File: config.mk
export PLATFORM = sky130hd
export DESIGN_NAME = tilemapAddrGen
export DESIGN_NICKNAME = d
export VERILOG_FILES = /design/src/source/tilemapPkg.sv /design/src/source/scrollLayer.sv /design/src/source/cpuRamPort.sv /design/src/source/tilemapAddrGen.sv
export SDC_FILE = /design/constraint.sdc
export NUM_CORES = 1
export LEC_CHECK = 0
export ABC_AREA = 1
export BUFFER_PORTS_ARGS = -buffer_cell sky130_fd_sc_hd__buf_2
export CORE_UTILIZATION = 62
export CTS_CLUSTER_DIAMETER = 60
export DETAILED_ROUTE_END_ITERATION = 10
export GPL_ROUTABILITY_DRIVEN = 0
export GPL_TIMING_DRIVEN = 0
export PLACE_DENSITY = 0.95
export RECOVER_POWER = 25
export SYNTH_ARGS = -nofsm -noshare
export SYNTH_HDL_FRONTEND = slang
export SYNTH_SLANG_ARGS = --single-unit
File: constraint.sdc
create_clock -name CLK_6M -period 5.8 [get_ports CLK_6M]
set_clock_uncertainty 0.15 [all_clocks]
set_input_delay 1.74 -clock CLK_6M [delete_from_list [all_inputs] [get_ports CLK_6M]]
set_output_delay 1.74 -clock CLK_6M [all_outputs]
set_load 0.1 [all_outputs]
File: src/source/tilemapPkg.sv
package tilemapPkg;

	//////////////////////////////
	// Bus and address widths
	//////////////////////////////

	// CPU address bus
	typedef logic [13:0] cpuAddrT;
	// One byte on the CPU or tile RAM data bus
	typedef logic [7:0] byteT;
	// Tile RAM address at the pins, layer bit on top
	typedef logic [12:0] ramAddrT;
	// Per-layer tile RAM address, 6-bit row then 6-bit column
	typedef logic [11:0] layerRamAddrT;
	// Graphics ROM address, tile code then fine row then fine column
	typedef logic [13:0] romAddrT;

	// Scroll values, one pixel per step
	typedef logic [8:0] scrollXT;
	typedef logic [7:0] scrollYT;

	// Beam position counters
	typedef logic [8:0] hPosT;
	typedef logic [7:0] vPosT;

	//////////////////////////////
	// Scroll register map
	//////////////////////////////

	typedef logic [1:0] regSelT;

	// X low byte, X bit 8, Y; index 3 has no register
	localparam regSelT regXLo = 2'd0;
	localparam regSelT regXHi = 2'd1;
	localparam regSelT regY = 2'd2;

	// One register write, already split per layer
	typedef struct packed {
		logic strobe;
		regSelT sel;
		byteT data;
	} regWriteT;

	// Address set produced by one layer
	typedef struct packed {
		layerRamAddrT ram;
		romAddrT rom;
		logic half;
	} layerAddrT;

endpackage

File: src/source/scrollLayer.sv
module scrollLayer #(
	parameter bit autoScroll = 1'b0
) (
	input logic CLK_6M,
	input logic rstN,
	input logic hSyncN,
	input logic vSyncN,
	input logic flip,
	// High during this layer's tile RAM fetch phase
	input logic fetchSlot,
	input logic ramCsN,
	input tilemapPkg::regWriteT regWrite,
	input tilemapPkg::byteT ramData,
	output tilemapPkg::layerAddrT addr
);

	// Scroll registers
	tilemapPkg::scrollXT scrollX;
	tilemapPkg::scrollYT scrollY;

	// Beam position
	tilemapPkg::hPosT colCount;
	tilemapPkg::vPosT lineCount;

	// Sync history for edge detection
	logic hSyncPrev;
	logic vSyncPrev;
	logic hSyncFall;
	logic vSyncFall;

	// Tile code fetched from tile RAM
	tilemapPkg::byteT tileCode;

	// Per-register write strobes
	logic writeXLo;
	logic writeXHi;
	logic writeY;

	// Scrolled and flipped position
	tilemapPkg::hPosT colSum;
	tilemapPkg::vPosT lineSum;
	tilemapPkg::hPosT scrolledCol;
	tilemapPkg::vPosT scrolledLine;

	//////////////////////////////
	// CPU scroll registers
	//////////////////////////////

	assign writeXLo = regWrite.strobe && (regWrite.sel == tilemapPkg::regXLo);
	assign writeXHi = regWrite.strobe && (regWrite.sel == tilemapPkg::regXHi);
	assign writeY = regWrite.strobe && (regWrite.sel == tilemapPkg::regY);

	always_ff @(posedge CLK_6M or negedge rstN) begin
		if (!rstN) begin
			scrollX <= '0;
			scrollY <= '0;
		end else begin
			if (writeY) begin
				scrollY <= regWrite.data;
			end
			// CPU write beats autoscroll in the same cycle
			if (writeXLo) begin
				scrollX[7:0] <= regWrite.data;
			end else if (writeXHi) begin
				scrollX[8] <= regWrite.data[0];
			end else if (autoScroll && vSyncFall) begin
				// One pixel per frame
				scrollX <= scrollX + 9'd1;
			end
		end
	end

	//////////////////////////////
	// Beam counters
	//////////////////////////////

	// Falling edges of the active-low syncs
	assign hSyncFall = hSyncPrev && !hSyncN;
	assign vSyncFall = vSyncPrev && !vSyncN;

	always_ff @(posedge CLK_6M or negedge rstN) begin
		if (!rstN) begin
			// Syncs idle high
			hSyncPrev <= 1'b1;
			vSyncPrev <= 1'b1;
			colCount <= '0;
			lineCount <= '0;
		end else begin
			hSyncPrev <= hSyncN;
			vSyncPrev <= vSyncN;
			// Column restarts every line
			if (!hSyncN) begin
				colCount <= '0;
			end else begin
				colCount <= colCount + 9'd1;
			end
			// Vertical sync wins over the line step
			if (!vSyncN) begin
				lineCount <= '0;
			end else if (hSyncFall) begin
				lineCount <= lineCount + 8'd1;
			end
		end
	end

	//////////////////////////////
	// Tile code latch
	//////////////////////////////

	// Skipped when the CPU holds the RAM bus
	always_ff @(posedge CLK_6M or negedge rstN) begin
		if (!rstN) begin
			tileCode <= '0;
		end else if (fetchSlot && ramCsN) begin
			tileCode <= ramData;
		end
	end

	//////////////////////////////
	// Address forming
	//////////////////////////////

	// Wraps at 512 columns and 256 lines
	assign colSum = colCount + scrollX;
	assign lineSum = lineCount + scrollY;

	// Screen flip mirrors both axes
	assign scrolledCol = flip ? ~colSum : colSum;
	assign scrolledLine = flip ? ~lineSum : lineSum;

	always_comb begin
		// 32 tile rows used of 64, top bit held low
		addr.ram = {1'b0, scrolledLine[7:3], scrolledCol[8:3]};
		// Fine position inside the 8x8 tile
		addr.rom = {tileCode, scrolledLine[2:0], scrolledCol[2:0]};
		addr.half = scrolledCol[2];
	end

endmodule

File: src/source/cpuRamPort.sv
module cpuRamPort (
	input logic CLK_6M,
	input logic rstN,
	input logic clk2H,
	input logic ramCsN,
	input logic readNotWrite,
	input tilemapPkg::cpuAddrT cpuAddr,
	input tilemapPkg::byteT cpuDataIn,
	input tilemapPkg::byteT ramDataIn,
	input tilemapPkg::layerAddrT layerA,
	input tilemapPkg::layerAddrT layerB,
	output tilemapPkg::ramAddrT ramAddr,
	output tilemapPkg::romAddrT romAddr,
	output logic ramWeN,
	output logic ramOeN,
	output tilemapPkg::byteT cpuDataOut,
	output tilemapPkg::byteT ramDataOut
);

	// Previous cycle was a read or idle
	logic rnwPrev;

	// Selected layer on the tile RAM bus
	tilemapPkg::layerRamAddrT layerRamAddr;

	//////////////////////////////
	// Write strobe shaping
	//////////////////////////////

	always_ff @(posedge CLK_6M or negedge rstN) begin
		if (!rstN) begin
			rnwPrev <= 1'b0;
		end else begin
			rnwPrev <= readNotWrite;
		end
	end

	// Write pulse only on the first cycle of a write
	assign ramWeN = !(!ramCsN && !readNotWrite && rnwPrev);
	assign ramOeN = !(!ramCsN && readNotWrite);

	//////////////////////////////
	// Address multiplexing
	//////////////////////////////

	// Layer B fetches while clk2H is low
	assign layerRamAddr = clk2H ? layerA.ram : layerB.ram;

	// CPU takes the RAM bus, the layer fetch is lost
	assign ramAddr = !ramCsN ? cpuAddr[12:0] : {~clk2H, layerRamAddr};

	// ROM slot runs opposite to the RAM slot
	assign romAddr = clk2H ? layerB.rom : layerA.rom;

	// Data paths in both directions
	assign ramDataOut = cpuDataIn;
	assign cpuDataOut = ramDataIn;

endmodule

File: src/source/tilemapAddrGen.sv
module tilemapAddrGen #(
	parameter bit autoScrollA = 1'b0,
	parameter bit autoScrollB = 1'b0
) (
	// Clock, reset and video timing
	input logic CLK_6M,
	input logic rstN,
	input logic clk2H,
	input logic hSyncN,
	input logic vSyncN,
	input logic flip,
	// CPU side
	input logic latchN,
	input logic ramCsN,
	input tilemapPkg::cpuAddrT cpuAddr,
	input logic readNotWrite,
	input tilemapPkg::byteT cpuDataIn,
	output tilemapPkg::byteT cpuDataOut,
	// Tile RAM side
	input tilemapPkg::byteT ramDataIn,
	output tilemapPkg::byteT ramDataOut,
	output tilemapPkg::ramAddrT ramAddr,
	output logic ramWeN,
	output logic ramOeN,
	// Graphics ROM side
	output tilemapPkg::romAddrT romAddr,
	// Half-tile bits per layer
	output logic halfA,
	output logic halfB
);

	tilemapPkg::regWriteT regWriteA;
	tilemapPkg::regWriteT regWriteB;
	tilemapPkg::layerAddrT layerAddrA;
	tilemapPkg::layerAddrT layerAddrB;

	//////////////////////////////
	// Register strobe split
	//////////////////////////////

	// cpuAddr bit 2 picks the layer
	always_comb begin
		regWriteA.strobe = !latchN && !cpuAddr[2];
		regWriteA.sel = cpuAddr[1:0];
		regWriteA.data = cpuDataIn;
		regWriteB.strobe = !latchN && cpuAddr[2];
		regWriteB.sel = cpuAddr[1:0];
		regWriteB.data = cpuDataIn;
	end

	// Layer A fetches in the clk2H high phase
	scrollLayer #(
		.autoScroll(autoScrollA)
	) layerA (
		.CLK_6M(CLK_6M),
		.rstN(rstN),
		.hSyncN(hSyncN),
		.vSyncN(vSyncN),
		.flip(flip),
		.fetchSlot(clk2H),
		.ramCsN(ramCsN),
		.regWrite(regWriteA),
		.ramData(ramDataIn),
		.addr(layerAddrA)
	);

	// Layer B fetches in the clk2H low phase
	scrollLayer #(
		.autoScroll(autoScrollB)
	) layerB (
		.CLK_6M(CLK_6M),
		.rstN(rstN),
		.hSyncN(hSyncN),
		.vSyncN(vSyncN),
		.flip(flip),
		.fetchSlot(~clk2H),
		.ramCsN(ramCsN),
		.regWrite(regWriteB),
		.ramData(ramDataIn),
		.addr(layerAddrB)
	);

	cpuRamPort port (
		.CLK_6M(CLK_6M),
		.rstN(rstN),
		.clk2H(clk2H),
		.ramCsN(ramCsN),
		.readNotWrite(readNotWrite),
		.cpuAddr(cpuAddr),
		.cpuDataIn(cpuDataIn),
		.ramDataIn(ramDataIn),
		.layerA(layerAddrA),
		.layerB(layerAddrB),
		.ramAddr(ramAddr),
		.romAddr(romAddr),
		.ramWeN(ramWeN),
		.ramOeN(ramOeN),
		.cpuDataOut(cpuDataOut),
		.ramDataOut(ramDataOut)
	);

	// Half-tile bits straight from each layer
	assign halfA = layerAddrA.half;
	assign halfB = layerAddrB.half;

endmodule

# ---- Yosys cells after proc, flatten, opt, wreduce, memory -nomap -nowiden
# Cells that the tools add are included.
dict set report classes {
  order_cmp 0
  eq_ne 3
  n_mul 0
  shifts 0
  n_div 0
  n_addsub 8
  reduce_logical 24
  bitwise_logic 7
  mux 13
}
# operator n
set op_table {}
lappend op_table {{2-to-1 mux 8 bit} 6}
lappend op_table {{2-to-1 mux 9 bit} 4}
lappend op_table {{adder 9 x 1 -> 9 bit, second input constant} 2}
lappend op_table {{adder 9 bit} 2}
lappend op_table {{inverter 9 bit} 2}
lappend op_table {{adder 8 x 1 -> 8 bit, second input constant} 2}
lappend op_table {{adder 8 bit} 2}
lappend op_table {{inverter 8 bit} 2}
lappend op_table {{logical AND 1 bit} 14}
lappend op_table {{2-to-1 mux 14 bit} 1}
lappend op_table {{2-to-1 mux 13 bit} 1}
lappend op_table {{2-to-1 mux 11 bit} 1}
lappend op_table {{logical NOT 1 bit} 7}
lappend op_table {{AND reduction 2 bit} 2}
lappend op_table {{inverter 1 bit} 3}
lappend op_table {{== test 2 x 1 -> 1 bit, second input constant} 1}
lappend op_table {{== test 2 bit, second input constant} 1}
lappend op_table {{logical NOT 2 bit} 1}
lappend op_table {{!= test 2 x 1 -> 1 bit, second input constant} 1}
dict set report totals {
  wordCells 69
  rom_bits 0
  memories 0
  ramBits 0
  ff_bits 86
  latchBits 0
}

# ---- Depth between registers and ports, before layout
# Gate-level depths: netlist of the first run.
dict set report logic_depth {
  depth_word 5
  ltp_mapped 14
}

# ---- Modules after synthesis
# Synthesis of the first run repeated with hierarchy kept, for this count alone.
dict set report hier_totals {
  cells_unflattened 893
  hier_area_um2 6462.4
}
# module area_per_inst_um2 cells_per_inst instances
set by_module_without_submodules {}
lappend by_module_without_submodules {{scrollLayer (layerB)} 2852.7 370 1}
lappend by_module_without_submodules {{scrollLayer (layerA)} 2827.7 362 1}
lappend by_module_without_submodules {cpuRamPort 764.5 157 1}
lappend by_module_without_submodules {tilemapAddrGen 17.5 4 1}

# ---- Worst setup path after synthesis of the first run
# OpenSTA, ideal clock, no wires.
dict set report synth_timing {
  path_kind {input to output}
  from {in flip}
  to {out romAddr[2]}
  path_slack_ps -299
  arrival_ps 4209
  path_stages 4
  path_cell_list {buf_2 > xor2_1 > nand2_1 > nand2_1}
}
dict set report synth_via {
  elab_chain_cells 2
}
# item line
set synth_rtl {}
lappend synth_rtl {{start: declaration} tilemapAddrGen.sv:11} ;# input logic flip,
lappend synth_rtl {{2-to-1 mux 9 bit} scrollLayer.sv:128} ;# assign scrolledCol = flip ? ~colSum : colSum;
lappend synth_rtl {{net halfB} tilemapAddrGen.sv:29} ;# output logic halfB
lappend synth_rtl {{2-to-1 mux 14 bit} cpuRamPort.sv:53} ;# assign romAddr = clk2H ? layerB.rom : layerA.rom;
lappend synth_rtl {{end: declaration} tilemapAddrGen.sv:26} ;# output tilemapPkg::romAddrT romAddr,
# The timed path passes the listed nets, and every way through them passes these cells.

# ---- Final worst setup path of the first run
dict set report layout_timing {
  from {in clk2H}
  to {out ramAddr[9]}
}
dict set report layout_via {
  elab_chain_cells 2
}
# item line
set layout_rtl {}
lappend layout_rtl {{start: declaration} tilemapAddrGen.sv:8} ;# input logic clk2H,
lappend layout_rtl {{2-to-1 mux 11 bit} cpuRamPort.sv:47} ;# assign layerRamAddr = clk2H ? layerA.ram : layerB.ram;
lappend layout_rtl {{2-to-1 mux 13 bit} cpuRamPort.sv:50} ;# assign ramAddr = !ramCsN ? cpuAddr[12:0] : {~clk2H, layerRamAddr};
lappend layout_rtl {{end: declaration} tilemapAddrGen.sv:22} ;# output tilemapPkg::ramAddrT ramAddr,
# Every way passes these cells.

==> reports/qor.yml, run 1 <==
reg2reg_depth: 9
timing.fmax_ghz: 0.192
grt_overflow: 0
p_per_area_nw_per_um2: 312
die_w_um: 97.4
root_buffer: "clkbuf_8"
placed_cell_area_um2: 6240
critPathCapture: "ramAddr[9]"
clkLatencyLatePin_ns: 0.35
fin_crit_ns: 5.20
num_vias: 5632
crit_type: "in -> out"
final_core_util: 0.737
nNetsFinal: 958
r2r_setup_slack_ns: 4.12
start_util: 0.644
ys_types: 33
drc: 0
tns_ns: 0
die_h_um: 97.4
drive_gt1_frac: 0.152
ys_top_cells_by_area: "dfrtp_1 38%, nand2_1 17%, ha_1 7.5%"
synth-simple-area-share: 0.302
cts_made_buffers: 9
yosys.area.top_type: "dfrtp_1"
grt_pass1_vias: 5244
ant_nets: 0
required_ns: 3.91
ctsResizeCount: 0
num_rows: 34
yosysWarnings: 0
wl_per_cell_um: 14.9
ys_seq_area_frac: 0.381
slew_violations: 33
viasPerCell: 5.67
fill_cells: 652
holdBufCountCts: 0
postCtsSetupRepairBufs: 0
cts_tree: "built"
clockBufferDepth: 2
synthFlopType: "dfrtp_1"
grt_pass1_wl_mm: 24.7
synth_area_um2: 5650
hold_violations: 0
combPwrFrac: 0.400
drt-total-wl_mm: 14.8
antenna_found_initial: 0
synth_xor_area_frac: 0.0202
p_sw_uw: 899
power_frac_clock: 0.236
yosys-mux-area-fraction: 0
clkTransAtPathRegs_ns: 0.09
slew_headroom: -0.279
min_path_type: "reg -> reg"
synth_compound_area_frac: 0.100
ctsHtreeMaxLevel: 3
n_antenna_cell: 0
status: "finished with violations"
die-area_um2: 9490
synthArstFlopShare: 1.00
cp_max_fo: 10
endpoint_kind: "output port"
final_area_um2: 6450
setup_violations: 0
switching_share: 0.446
synth_fa_ha_area_frac: 0.0895
track_usage: 0.325
syn2layout_area_growth_pct: 14.3
startpoint_type: "input pin"
synth_top_family_by_area: "simple AND/OR/NAND/NOR gates"
p_int_mw: 1.12
startpoint: "clk2H"
power_leakage_nw: 3.57
tightest_slew_ns: 1.92
detail_route.iter0.violations: 447
worst_r2r_endpoint: "layerB.colCount[8]$_DFF_PN0_"
synth_fp_nets: 864
syn_area_per_cell_um2: 7.17
dr.pass1.iters: 7
reg2reg_from: "layerB.colCount[1]$_DFF_PN0_"
synth.ff_latch_count: 86
synth.top_cell.area_share: 0.377
synthCells: 787
core_area_um2: 8760
grt_start_max_net_pins: 55
violations: "max-capacitance violations, max-slew violations"
boundaryPins: 86
hpwl_mm: 11.1
pwr-share-seq: 0.363
vdd_ir_drop_max_mv: 0.192
rsz0062_at_grt: "false"
drv_cap: 1
synth_edf_count: 0
cts.sinks: 86
port_buffers: 82
finalCritPeriodShare: 0.897
crit_arrival_ns: 3.31
-- metrics by stage --
step           total power, mW  hold WS [ns]  setup slack [ns]  instances
2_1_floorplan             1.37         0.302             0.218        787
3_3_place_gp              1.51         0.317             0.649        977
3_5_place_dp              1.54         0.323             0.641        978
4_1_cts                   2.01         0.344             0.626        994
5_1_grt                   2.10         0.354             0.520        994
6_report                  2.02         0.344             0.598        994
-- state kept, by name, summed over array words and instances, names as in the netlist --
signal	flops
layerA.scrollY	8
layerA.scrollX	9
layerB.colCount	9
port.rnwPrev	1
layerA.lineCount	8
layerB.hSyncPrev	1
layerA.colCount	9
layerB.lineCount	8
layerB.scrollY	8
layerB.tileCode	8
layerB.scrollX	9
layerA.tileCode	8
-- cell type report --
class	instances	area (um2)	share of cell area
buffer	35	201	0.0312
clock buffer	11	141	0.0219
clock inverter	5	82.6	0.0128
inverter	106	400	0.0620
multi-input combinational	560	2910	0.450
sequential	86	2150	0.334
tap	108	135	0.0209
timing repair buffer	83	434	0.0673
-- layout by cell type (no fill, tap or decap), types with 7 or more instances in the layout --
cell and instances:
inv_1 101, xor2_1 7, nand3_1 76, nor3_1 7, buf_4 16, nand3b_1 10, clkbuf_1 14, buf_2 87
dfrtp_1 85, a21oi_1 37, clkbuf_8 10, nor2_1 33, o21ai_0 67, ha_1 34, nand2_1 254
-- worst min-delay path by stage --
stage	end	cells after the start	from
global route	layerB.tileCode[3]$_DFFE_PN0P_	2	layerB.tileCode[3]$_DFFE_PN0P_
detailed placement	layerA.tileCode[5]$_DFFE_PN0P_	2	layerA.tileCode[5]$_DFFE_PN0P_
global placement	layerB.tileCode[2]$_DFFE_PN0P_	2	layerB.tileCode[2]$_DFFE_PN0P_
floorplan	layerA.colCount[8]$_DFF_PN0_	1	layerA.colCount[8]$_DFF_PN0_
finish	layerA.tileCode[5]$_DFFE_PN0P_	2	layerA.tileCode[5]$_DFFE_PN0P_
CTS	layerA.tileCode[5]$_DFFE_PN0P_	2	layerA.tileCode[5]$_DFFE_PN0P_
-- cells by family after synthesis --
logic type | after synthesis
AOI/OAI and AO/OA | 112
xor gates and xnor gates | 13
adders and majority gates | 38
buffers and inverters | 141
DFF | 86
and+or+nand+nor | 397
-- cells in the mapped netlist (2+ instances only) --
| library cell | count |
|---|---|
| a21oi_1 | 37 |
| buf_2 | 8 |
| buf_4 | 16 |
| clkbuf_1 | 10 |
| dfrtp_1 | 85 |
| fa_1 | 4 |
| ha_1 | 34 |
| inv_1 | 100 |
| inv_2 | 5 |
| nand2_1 | 254 |
| nand2_4 | 2 |
| nand3_1 | 76 |
| nand3_2 | 2 |
| nand3b_1 | 10 |
| nand4_1 | 2 |
| nor2_1 | 33 |
| nor2_2 | 2 |
| nor3_1 | 7 |
| o21ai_0 | 67 |
| o21ai_1 | 5 |
| or2_0 | 2 |
| or2_1 | 4 |
| xnor2_1 | 4 |
| xor2_1 | 9 |
-- worst max-delay path: stages --
cell	delay [ns]
buf_2	0.09
buf_2	0.27
buf_2	0.30
nand3_1	0.17
nand3_1	0.12
nand3_1	0.11
nand2_1	0.09
buf_2	0.42
-- routing by layer --
layer  GRT usage  share of wire  vias up
li1            -              -     2692
met1       0.422           0.41     2600
met2       0.545           0.47      293
met3      0.0525          0.085       47
met4       0.132          0.032        0
met5           0              0        -
-- power by group through the flow --
stage / Clock [mW] / Sequential, mW / Combinational [mW]
after floorplan: 0 / 0.719 / 0.652
after global placement: 0 / 0.738 / 0.773
after detailed placement: 0 / 0.742 / 0.795
final: 0.476 / 0.733 / 0.807
after global routing: 0.496 / 0.739 / 0.869
after CTS: 0.474 / 0.730 / 0.803
No activity file was read; power rests on OpenSTA's default activity.
==> run 2, diff against run 1 <==
--- a/config.mk
+++ b/config.mk
@@ -7,13 +7,14 @@
 export LEC_CHECK = 0
 export ABC_AREA = 1
 export BUFFER_PORTS_ARGS = -buffer_cell sky130_fd_sc_hd__buf_2
-export CORE_UTILIZATION = 62
+export CORE_UTILIZATION = 52
 export CTS_CLUSTER_DIAMETER = 60
 export DETAILED_ROUTE_END_ITERATION = 10
 export GPL_ROUTABILITY_DRIVEN = 0
 export GPL_TIMING_DRIVEN = 0
-export PLACE_DENSITY = 0.95
+export PLACE_DENSITY = 0.86
 export RECOVER_POWER = 25
+export REMOVE_ABC_BUFFERS = 1
 export SYNTH_ARGS = -nofsm -noshare
 export SYNTH_HDL_FRONTEND = slang
 export SYNTH_SLANG_ARGS = --single-unit
==> constraint.sdc (replaced) <==
create_clock -name CLK_6M -period 4.15 [get_ports CLK_6M]
set_clock_uncertainty 0.15 [all_clocks]
set_input_delay 1.245 -clock CLK_6M [delete_from_list [all_inputs] [get_ports CLK_6M]]
set_output_delay 1.245 -clock CLK_6M [all_outputs]
set_load 0.1 [all_outputs]
==> run 2 against run 1 <==
The run still ends with max-capacitance violations, max-slew violations left. Critical path type unchanged. Die area up 19%. Critical path depth is 1 lower. Final cell count grew 0.30%. Highest routed layer unchanged. Largest power group unchanged. Cell area down 1.0%. Largest cell class unchanged.
==> reports/qor.yml, run 2 (same netlist as run 1, synthesis figures left out) <==
status: "finished with violations"
violations: "max-capacitance violations, max-slew violations"
ant_nets: 0
dp_cells: 973
fin_crit_ns: 4.08
root_buffer: "clkbuf_8"
crit_type: "in -> out"
min_path_type: "reg -> reg"
tightest_slew_ns: 2.13
timing.fmax_ghz: 0.245
post-place-ws_ns: -0.668
clockBufferDepth: 2
cts_tree: "built"
endpoint_kind: "output port"
holdPathStages: 2
required_ns: 2.75
slew_violations: 38
hold-worst-slack_ns: 0.342
setup_slack_ns: 0.0735
port_buffers: 84
dr.pass1.iters: 5
grt_overflow: 0
grt_pass1_wl_mm: 22.1
layout.cells.most_common: "nand2_1"
layout_common_cells: "253 x nand2_1, 99 x inv_1, 85 x dfrtp_1"
antenna_found_initial: 0
cts_made_buffers: 9
wl_per_cell_um: 13.2
die-area_um2: 11300
min_from: "layerB.tileCode[5]$_DFFE_PN0P_"
hpwl_mm: 9.60
n_antenna_cell: 0
drc: 0
startpoint_type: "input pin"
start_util: 0.542
stdcell_count: 997
crit_arrival_ns: 2.68
worst_r2r_endpoint: "layerA.colCount[8]$_DFF_PN0_"
holdBufCountCts: 0
detail_route.iter0.violations: 319
drv_cap: 1
min_to: "layerB.tileCode[5]$_DFFE_PN0P_"
r2r_setup_slack_ns: 2.40
die_h_um: 106
core_area_um2: 10400
track_usage: 0.251
cts.sinks: 86
setup_violations: 0
vdd_ir_drop_max_mv: 0.234
hold_violations: 0
cp_max_fo: 18
grt_pass1_vias: 4684
tns_ns: 0
reg2reg_from: "layerA.colCount[0]$_DFF_PN0_"
drt-total-wl_mm: 13.2
power_leakage_nw: 3.49
drive_gt1_frac: 0.142
final_core_util: 0.613
p_per_area_nw_per_um2: 435
slew_headroom: -0.420
syn2layout_area_growth_pct: 13.2
ctsHtreeMaxLevel: 3
die_w_um: 106
clkTransAtPathRegs_ns: 0.09
boundaryPins: 86
num_vias: 5224
reg2reg_depth: 10
finalCritPeriodShare: 0.982
viasPerCell: 5.24
num_rows: 37
clkLatencyLatePin_ns: 0.37
grt_start_max_net_pins: 50
nNetsFinal: 933
run 2: cell count changes in the layout (fill, tap and decap cells not counted), moves of 2 or more:
| cell | previous run | this run |
|---|---|---|
| xor2_2 | 2 | 0 |
| xor2_1 | 7 | 9 |
| clkbuf_4 | 0 | 2 |
| clkbuf_1 | 14 | 4 |
| inv_1 | 101 | 99 |
| buf_4 | 16 | 13 |
| clkinvlp_4 | 0 | 3 |
| buf_2 | 87 | 71 |
run 2: worst max path at each step:
stage / start / to / slack, ns / cells after the start
after floorplan: flip / romAddr[2] / -0.78 / 3
after detailed placement: clk2H / ramAddr[12] / -0.67 / 5
after global routing: flip / ramAddr[6] / -0.03 / 7
after CTS: flip / ramAddr[6] / 0.006 / 6
after global placement: clk2H / ramAddr[12] / -0.68 / 5
final: flip / ramAddr[6] / 0.07 / 7
run 2: area by class of cell:
cell class,count,area [um2]
Timing Repair Buffer,92,533
Sequential cell,86,2150
Clock buffer,11,141
Multi-Input combinational cell,560,2890
Tap cell,136,170
Fill cell,920,4030
Timing Repair inverter,1,7.51
Inverter,106,408
Clock inverter,5,82.6
run 2: per-stage QoR:
step | total power [mW] | area (um2)
floorplan | 1.83 | 5450
global placement | 2.08 | 6040
detailed placement | 2.10 | 6070
CTS | 2.78 | 6340
global route | 2.93 | 6390
finish | 2.78 | 6390
run 2: critical path, cell delays in order:
cell,delay [ns]
buf_2,0.39
clkinvlp_4,0.19
buf_4,0.19
nand2_1,0.07
nand3_1,0.09
nand2_1,0.08
buf_2,0.41
run 2: power breakdown:
| group | total, mW | switching (mW) | internal (mW) |
|---|---|---|---|
| Clock | 0.669 | 0.312 | 0.357 |
| Combinational | 1.10 | 0.836 | 0.260 |
| Sequential | 1.01 | 0.0752 | 0.937 |
| Total | 2.78 | 1.22 | 1.55 |
run 2: repair_timing:
item,in CTS,in global routing
setup endpoints to repair,24,11
cloned,1,0
setup buffers,3,4
resized for setup,9,9
run 2: per-layer routing:
metal,up-vias,part of all wire,track usage
li1,2636,-,-
met1,2385,0.45,0.333
met2,185,0.47,0.419
met3,18,0.065,0.0460
met4,0,0.012,0.0714
met5,-,0,0
